**config.mk**
```make
export PLATFORM = sky130hd
export DESIGN_NAME = median3x3_top
export DESIGN_NICKNAME = d
export VERILOG_FILES = /design/src/hdl/pix_pkg.sv /design/src/hdl/win_pkg.sv /design/src/hdl/median3x3_top.sv /design/src/hdl/median_select_stage.sv /design/src/hdl/row_sort_stage.sv /design/src/hdl/sort3.sv
export VERILOG_INCLUDE_DIRS = /design/src /design/src/hdl
export SDC_FILE = /design/constraint.sdc
export NUM_CORES = 1
export LEC_CHECK = 0
export BUFFER_PORTS_ARGS = -buffer_cell sky130_fd_sc_hd__buf_4
export CORE_MARGIN = 3
export CORE_UTILIZATION = 30
export CTS_BUF_LIST = sky130_fd_sc_hd__clkbuf_8
export DETAILED_ROUTE_END_ITERATION = 10
export SYNTH_ARGS = -nofsm -noshare
export SYNTH_HDL_FRONTEND = slang
export SYNTH_SLANG_ARGS = --single-unit
```
**constraint.sdc**
```tcl
create_clock -name clk -period 8.05 [get_ports clk]
set_clock_uncertainty 0.1 [all_clocks]
set_input_delay 2.415 -clock clk [delete_from_list [all_inputs] [get_ports clk]]
set_output_delay 2.415 -clock clk [all_outputs]
set_load 0.03 [all_outputs]
```
**src/hdl/median_defs.svh**
```systemverilog
`ifndef MEDIAN_DEFS_SVH
`define MEDIAN_DEFS_SVH

// ==========================================================================
// pixel and window geometry
// ==========================================================================

// bit width of one pixel.
`define MED_PIX_W 8

// side length of the square window.
// the sorting network is built for three elements per row,
// so this stays at 3.
`define MED_WIN_N 3

`endif

```
**src/hdl/pix_pkg.sv**
```systemverilog
`default_nettype none

`include "median_defs.svh"

// types for a single pixel.
package pix_pkg;

    // unsigned grey level, compared as an unsigned number.
    typedef logic [`MED_PIX_W-1:0] pix_t;

endpackage

`default_nettype wire

```
**src/hdl/win_pkg.sv**
```systemverilog
`default_nettype none

`include "median_defs.svh"

// window geometry built from pixels.
package win_pkg;

    import pix_pkg::*;

    // ======================================================================
    // sizes
    // ======================================================================

    // side length of the window.
    localparam int unsigned WIN_N = `MED_WIN_N;

    // position of the middle element in a sorted row.
    localparam int unsigned MID_IDX = WIN_N / 2;

    // ======================================================================
    // types
    // ======================================================================

    // one row, one column or the anti-diagonal triple.
    // element 0 sits in the low bits.
    typedef pix_t [WIN_N-1:0] row_t;

    // full window, indexed row first: win[row][col].
    typedef row_t [WIN_N-1:0] window_t;

endpackage

`default_nettype wire

```
**src/hdl/median3x3_top.sv**
```systemverilog
`timescale 1ns/1ps
`default_nettype none

// 3x3 median filter core.
// one window per clock, three cycles of latency, no back-pressure.
module median3x3_top
    import pix_pkg::*;
    import win_pkg::*;
(
    input  logic    clk,
    input  logic    rst,

    // window in, indexed row first.
    input  logic    valid_i,
    input  window_t window_i,

    // median of the window, three cycles after it was sampled.
    output logic    valid_o,
    output pix_t    median_o
);

    logic    rows_valid;
    window_t rows_win;
    window_t rows_win_tr;

    logic    cols_valid;
    window_t cols_win;

    // ======================================================================
    // pass 1: sort each row
    // ======================================================================

    row_sort_stage u_rows (
        .clk     (clk),
        .rst     (rst),
        .valid_i (valid_i),
        .win_i   (window_i),
        .valid_o (rows_valid),
        .win_o   (rows_win)
    );

    // transpose so the columns appear as rows.
    // no logic, only wiring.
    genvar r;
    genvar c;

    generate
        for (r = 0; r < WIN_N; r++) begin : g_tr_row
            for (c = 0; c < WIN_N; c++) begin : g_tr_col
                assign rows_win_tr[c][r] = rows_win[r][c];
            end
        end
    endgenerate

    // ======================================================================
    // pass 2: sort each column
    // ======================================================================

    row_sort_stage u_cols (
        .clk     (clk),
        .rst     (rst),
        .valid_i (rows_valid),
        .win_i   (rows_win_tr),
        .valid_o (cols_valid),
        .win_o   (cols_win)
    );

    // ======================================================================
    // median pick
    // ======================================================================

    // cols_win is still transposed. the anti-diagonal maps onto itself,
    // so it can be read directly.
    median_select_stage u_sel (
        .clk      (clk),
        .rst      (rst),
        .valid_i  (cols_valid),
        .win_i    (cols_win),
        .valid_o  (valid_o),
        .median_o (median_o)
    );

endmodule

`default_nettype wire

```
**src/hdl/median_select_stage.sv**
```systemverilog
`timescale 1ns/1ps
`default_nettype none

// last stage: median of the anti-diagonal.
// after rows and columns are sorted, the median of the nine pixels
// equals the median of these three entries.
module median_select_stage
    import pix_pkg::*;
    import win_pkg::*;
(
    input  logic    clk,
    input  logic    rst,
    input  logic    valid_i,
    input  window_t win_i,
    output logic    valid_o,
    output pix_t    median_o
);

    row_t diag;
    row_t diag_sorted;

    // row 0 col 2, row 1 col 1, row 2 col 0.
    genvar i;

    generate
        for (i = 0; i < WIN_N; i++) begin : g_diag
            assign diag[i] = win_i[i][WIN_N-1-i];
        end
    endgenerate

    sort3 u_sort (
        .in_i     (diag),
        .sorted_o (diag_sorted)
    );

    always_ff @(posedge clk) begin
        if (rst) begin
            valid_o  <= 1'b0;
            median_o <= '0;
        end else begin
            valid_o <= valid_i;
            if (valid_i) begin
                median_o <= diag_sorted[MID_IDX];
            end
        end
    end

endmodule

`default_nettype wire

```
**src/hdl/row_sort_stage.sv**
```systemverilog
`timescale 1ns/1ps
`default_nettype none

// one pipeline stage that sorts every row of a window.
// used once for the rows and once, behind a transpose, for the columns.
module row_sort_stage
    import win_pkg::*;
(
    input  logic    clk,
    input  logic    rst,

    // window in.
    input  logic    valid_i,
    input  window_t win_i,

    // sorted window out, one cycle later.
    output logic    valid_o,
    output window_t win_o
);

    // ======================================================================
    // sorting network per row
    // ======================================================================

    window_t sorted;

    genvar r;

    generate
        for (r = 0; r < WIN_N; r++) begin : g_row
            sort3 u_sort (
                .in_i     (win_i[r]),
                .sorted_o (sorted[r])
            );
        end
    endgenerate

    // ======================================================================
    // stage register
    // ======================================================================

    // valid follows the input on every cycle.
    always_ff @(posedge clk) begin
        if (rst) begin
            valid_o <= 1'b0;
        end else begin
            valid_o <= valid_i;
        end
    end

    // data only moves with a valid window.
    // idle cycles leave the last result in place.
    always_ff @(posedge clk) begin
        if (rst) begin
            win_o <= '0;
        end else if (valid_i) begin
            win_o <= sorted;
        end
    end

endmodule

`default_nettype wire

```
**src/hdl/sort3.sv**
```systemverilog
`timescale 1ns/1ps
`default_nettype none

// three-input sorting network, purely combinational.
// output is ascending: element 0 is the minimum.
module sort3
    import pix_pkg::*;
    import win_pkg::*;
(
    input  row_t in_i,
    output row_t sorted_o
);

    logic swap_a;
    logic swap_b;
    logic swap_c;
    pix_t a_lo;
    pix_t a_hi;
    pix_t b_lo;
    pix_t b_hi;
    pix_t c_lo;
    pix_t c_hi;

    // exchange on elements 0 and 1.
    // only a strict greater-than swaps, so equal values keep their order.
    assign swap_a = in_i[0] > in_i[1];
    assign a_lo   = swap_a ? in_i[1] : in_i[0];
    assign a_hi   = swap_a ? in_i[0] : in_i[1];

    // larger of the first pair against element 2 gives the maximum.
    assign swap_b = a_hi > in_i[2];
    assign b_lo   = swap_b ? in_i[2] : a_hi;
    assign b_hi   = swap_b ? a_hi : in_i[2];

    // the two remaining values give minimum and middle.
    assign swap_c = a_lo > b_lo;
    assign c_lo   = swap_c ? b_lo : a_lo;
    assign c_hi   = swap_c ? a_lo : b_lo;

    assign sorted_o[0] = c_lo;
    assign sorted_o[1] = c_hi;
    assign sorted_o[2] = b_hi;

endmodule

`default_nettype wire

```
Yosys cells after proc, flatten, opt, wreduce, memory -nomap -nowiden

Index checks and enable logic that the tools add are counted.

Order comparisons: 20
Mux-type cells: 32

Operators by type and width:

| kind                          | number |
|---|---|
| 2-to-1 mux 8 bit              | 32 |
| greater-than comparator 8 bit | 20 |

Register bits after elaboration: 107
Input port bits: 75
Output and inout port bits: 9
Word-level logic and storage cells: 68

Longest topological paths before layout

Depth after elaboration: 6
Depth in mapped cells: 27
Mapped depth without buffers: 23

Modules after synthesis

A second synthesis with hierarchy kept.

Cells, all modules: 1673
Area total of the unflattened synthesis: 15393.5 µm²

By module, submodules not included:

| module                             | instances | cells an instance | area an instance (µm²) | sequential area each (µm²) |
|---|---|---|---|---|
| sort3 (u_cols.g_row[0].u_sort ...) | 6         | 170               | 1417.6                 | 0.0 |
| row_sort_stage                     | 2         | 234               | 2651.3                 | 1461.4 |
| sort3 (u_sel.u_sort)               | 1         | 157               | 1272.5                 | 0.0 |
| median_select_stage                | 1         | 28                | 312.8                  | 180.2 |

Worst setup path before layout

Ideal clock, no wire load.

Path kind: input-to-reg
From: in window_i[57] (netlist name)
To: reg u_rows.win_o[56] (netlist name)
Setup time: 0.086 ns
Arrival time: 6.950 ns
Data required time: 7.864 ns
Slack: 0.914 ns
Cell stages on the path: 26
Buffers on the path: 4
Cell sequence: inv_1 > ha_1 > nor2b_4 > o211ai_2 > a21oi_2 > o22ai_4 > buf_12 > mux2i_1 > inv_1 > ha_1 > nor2b_1 > o21a_1 > o21a_1 > o31ai_2 > buf_6 > buf_2 > a21o_1 > ha_1 > nor2b_1 > o21a_1 > o21ai_1 > a21oi_1 > nand2b_1 > buf_2 > o221a_2 > a211oi_1

Cells in the longest elaborated chain, start to end: 6
Elaborated cells between the ends (all ways): 7
Those cells by class: order compare: 3; mux: 4

Ends and longest elaborated chain:

| element                       | RTL line             | RTL |
|---|---|---|
| start, declared               | median3x3_top.sv:15  | `input window_t window_i,` |
| greater-than comparator 8 bit | sort3.sv:26          | `assign swap_a = in_i[0] > in_i[1];` |
| 2-to-1 mux 8 bit              | sort3.sv:28          | `assign a_hi = swap_a ? in_i[0] : in_i[1];` |
| greater-than comparator 8 bit | sort3.sv:31          | `assign swap_b = a_hi > in_i[2];` |
| 2-to-1 mux 8 bit              | sort3.sv:32          | `assign b_lo = swap_b ? in_i[2] : a_hi;` |
| greater-than comparator 8 bit | sort3.sv:36          | `assign swap_c = a_lo > b_lo;` |
| 2-to-1 mux 8 bit (*)          | sort3.sv:38          | `assign c_hi = swap_c ? a_lo : b_lo;` |
| end signal, assigned          | row_sort_stage.sv:57 | `win_o <= sorted;` |
| end, declared                 | row_sort_stage.sv:18 | `output window_t win_o` |

Every way passes the cells marked *; elsewhere a longest branch is shown, timed or not.
A chain may end at the register's enable or synchronous reset.

Final worst setup path

From: in window_i[49] (netlist name)
To: reg u_rows.win_o[50] (netlist name)

Cells in the longest elaborated chain, start to end: 6
Elaborated cells between the ends (all ways): 7
Those cells by class: order compare: 3; mux: 4

Ends and longest elaborated chain:

| element                       | RTL line    | RTL |
|---|---|---|
| greater-than comparator 8 bit | sort3.sv:26 |  |
| 2-to-1 mux 8 bit              | sort3.sv:28 |  |
| greater-than comparator 8 bit | sort3.sv:31 |  |
| 2-to-1 mux 8 bit              | sort3.sv:32 |  |
| greater-than comparator 8 bit | sort3.sv:36 |  |
| 2-to-1 mux 8 bit (*)          | sort3.sv:37 | `assign c_lo = swap_c ? b_lo : a_lo;` |

Marks and branches as above.

==> results.md <==
- Status: complete, no violations
- Startpoint types: input pin
- Worst Setup End Kind: flop
- Main combinational cell family by area after synthesis: compound AO/OA/AOI/OAI gates
- Count of final setup violators: 0
- Max Clk Rate: 0.132 GHz
- Post-CTS Hold Buffers: 0
- Clk pwr share: 0.095
- Post-Route Setup TNS: 0 ps
- Max_slew headroom: 0.320
- Sw Pwr: 1.54 mW
- Most common cell after layout, fill and taps aside: ha_1
- Total GRT Usage: 0.160
- Cell repeated most along the worst path: ha_1
- Fin util: 0.346
- Starting Density: 0.309
- Unrepaired setup endpoints after global routing: no
- Vias in the first global route: 8833
- Core ar.: 33000 um^2
- I/O Buffers: 83
- Crit-path max cell delay: 510 ps
- Mux cell area share after synthesis: 0.161
- Antenna violations before repair: 0
- Seq/Total Area, Yosys: 0.210
- Pwr/cell area: 289 nW/um^2
- Ant. Diodes: 0
- Post-Synth XOR/XNOR Area: 0
- Top FF cell, synth: dfxtp_1
- Period utilization: 0.942
- Tmin final: 7590 ps
- Detailed Route Iter0 Violations: 563
- Crit path kind: input pin to flop
- Global-route wire length before repair: 47000 um
- Post-synth top area share: 0.210
- CTS tree: yes
- Post-Synth Simple-Gate Area: 0.123
- Logic pwr share: 0.681
- Crit-path cells: buf_4, ha_1, nor2b_4, o211ai_2, a21oi_2, o22ai_4, mux2i_1, inv_1, ha_1, nor2b_1, o21a_1, o21a_1, o31ai_2, buf_4, nor2_1, a21o_1, ha_1, nand2_1, o21ai_0, mux2i_1, a21oi_1, nand2_1, nor2_1, a221oi_1
- Worst Path Max Fanout: 23
- Leakage power: 5.21 nW
- MaxCap Viol Count: 0
- Die height: 190 um
- Mapped Nets: 1422
- Synthesized cell area: 10200 um^2
- Hold Startpoint: u_rows.win_o[25]
- Synthesized flop and latch total: 107
- Synthesis Warnings: 0
- Site Rows: 66
- Final net count: 1485
- Syn Area/Cell: 8.60 um^2
- Main area contributors after synthesis: dfxtp_1 21%, ha_1 20%, mux2_2 8.2%, mux2i_1 7.0%, inv_1 4.9%
- CP max stage cell: nor2_1
- Synth Area in Compound Gates: 0.235
- Routed WL: 29200 um
- Critical Path RT: 8180 ps
- FFs w/ async S/R, synth: 0
- Internal: 1.76 mW
- Die X: 190 um
- Commonest cells after routing, fill and taps aside: 160 x ha_1, 134 x inv_1, 107 x dfxtp_1, 100 x buf_4, 84 x o21ai_0
- CTS clk-pin slew, worst paths: 110 ps
- Gp weighted congestion: 0.833
- FF-to-FF Start: u_rows.win_o[9]
- Placement Cell Area: 11300 um^2
- Dpl hpwl: 23900 um
- Area growth syn-to-layout: 12.1%
- Synth Area in Adders: 0.196
- Largest area contributor in the netlist: dfxtp_1
- Slew Viols, Final: 0
- Clk buf depth: 2
- Final instance area: 11400 um^2
- CTS Buf Count: 9
- Worst vdd ir: 0.226 mV
- H-tree Lvls: 3
- Worst Max-Slew Pin Slew: 1020 ps
- Top delay family on crit path: compound AO/OA/AOI/OAI gates
- Clock sinks: 107
- Share of cells above drive strength 1: 0.178
- Unique cell type count in the Yosys netlist: 70
- Post-synth EDFFs: 0
- Grt ovf: 0
- Setup crit start: window_i[49]
- Worst hold-check path type: flop to flop
- Post-synthesis cell count: 1187
- WP buf/inv: 3
- DRC Markers: 0
- Vias per cell: 5.39
- Switching Share: 0.467
- Routed vias: 9148
- Hold Vio Cnt, Final: 0
- Arrival time worst endpoint: 7710 ps
- WL/cell: 17.2 um
- Clk Latency, worst-skew pair: 390 ps
- Remaining antenna violation count: 0
- Die area: 36300 um^2
- Share of total power in sequential cells: 0.224
- Drt pass-1 iters: 5
- Largest net degree at the start of global routing: 66
- Root buf cell: clkbuf_8
- IO Count: 84
==> state kept, by name, summed over array words and instances, names as in the netlist <==
register / cells
u_cols.valid_o: 1
u_rows.win_o: 72
u_rows.valid_o: 1
u_cols.win_o: 24
u_sel.median_o: 8
u_sel.valid_o: 1
==> final timing paths <==
kind	cells after the start	to	slack, ps
setup / recovery	24	u_rows.win_o[50]	460
hold / removal	2	u_rows.win_o[25]	400
setup reg to reg	19	u_cols.win_o[32]	2290
hold reg to reg	2	u_rows.win_o[25]	400
==> worst register-to-register path, stage by stage (launching register included) <==
cell,delay [ps]
dfxtp_1,450
ha_1,280
nor2b_1,130
o211ai_1,160
a21oi_1,100
o22ai_2,580
mux2_2,430
ha_1,300
nand3_1,100
o22ai_1,130
o21ai_0,90
a22oi_1,820
mux2i_1,240
ha_1,350
nand3_1,90
o22ai_1,140
o21ai_0,90
a22oi_1,600
nor2_1,110
a221o_1,360
==> stage by stage <==
stage	instances	total power [mW]	worst slack [ps]	hold slack, ps
final	1697	3.31	464	398
after floorplan	1187	2.54	914	341
after global routing	1697	3.61	6.77	435
after CTS	1697	3.30	523	402
after global placement	1681	2.92	315	371
after detailed placement	1681	2.98	107	370
==> power groups by stage <==
stage                     sequential (mW)  combinational [mW]  clock (mW)
after floorplan                     0.699                1.85           0
after global placement              0.747                2.17           0
after detailed placement            0.749                2.23           0
after CTS                           0.737                2.24       0.323
after global routing                0.752                2.51       0.345
final                               0.740                2.25       0.315
==> metal layers <==
layer	vias up	global-route usage	wire length (um)
li1	4557	-	-
met1	4331	0.224	14300
met2	215	0.258	13000
met3	45	0.0158	1000
met4	0	0.0579	886
met5	-	0	0
==> what timing repair did <==
item / 4_1_cts / 5_1_grt
endpoints found under the setup margin: 0 / 4
resized for setup: 0 / 1
setup buffers: 0 / 0
==> cell usage after synthesis (all sizes together) (3+ instances only) <==
| cell type | n |
|---|---|
| a31o | 3 |
| nand3 | 16 |
| a21o | 24 |
| o32ai | 7 |
| a211oi | 3 |
| mux2 | 77 |
| nand2 | 67 |
| o31a | 3 |
| o211ai | 8 |
| and3 | 17 |
| a21boi | 3 |
| a32oi | 7 |
| a31oi | 21 |
| o221ai | 10 |
| or2 | 4 |
| dfxtp | 107 |
| nand2b | 14 |
| a221oi | 13 |
| buf | 18 |
| nor3 | 8 |
| clkbuf | 30 |
| nor2b | 25 |
| ha | 160 |
| and4 | 7 |
| nor2 | 36 |
| a22oi | 10 |
| a2bb2oi | 13 |
| o22ai | 30 |
| o21bai | 5 |
| o21a | 9 |
| a221o | 12 |
| inv | 132 |
| a22o | 4 |
| a21oi | 63 |
| mux2i | 74 |
| nand4 | 27 |
| nor3b | 15 |
| o21ai | 91 |
==> final cells by class <==
cell class | count | area [um^2]
flip-flops and latches | 107 | 2140
well taps | 442 | 553
repair buffers | 100 | 751
clock inverters | 6 | 41.3
fillers | 3492 | 21600
inverters | 133 | 499
multi-input cells | 899 | 7310
clock buffers | 10 | 138
==> cells by family after synthesis <==
kind of cell / after synthesis
compound gates: 350
fa+ha+maj: 160
buf+inv: 181
flops: 107
mux: 151
simple gates: 238
Power figures use the tool's default switching activity.
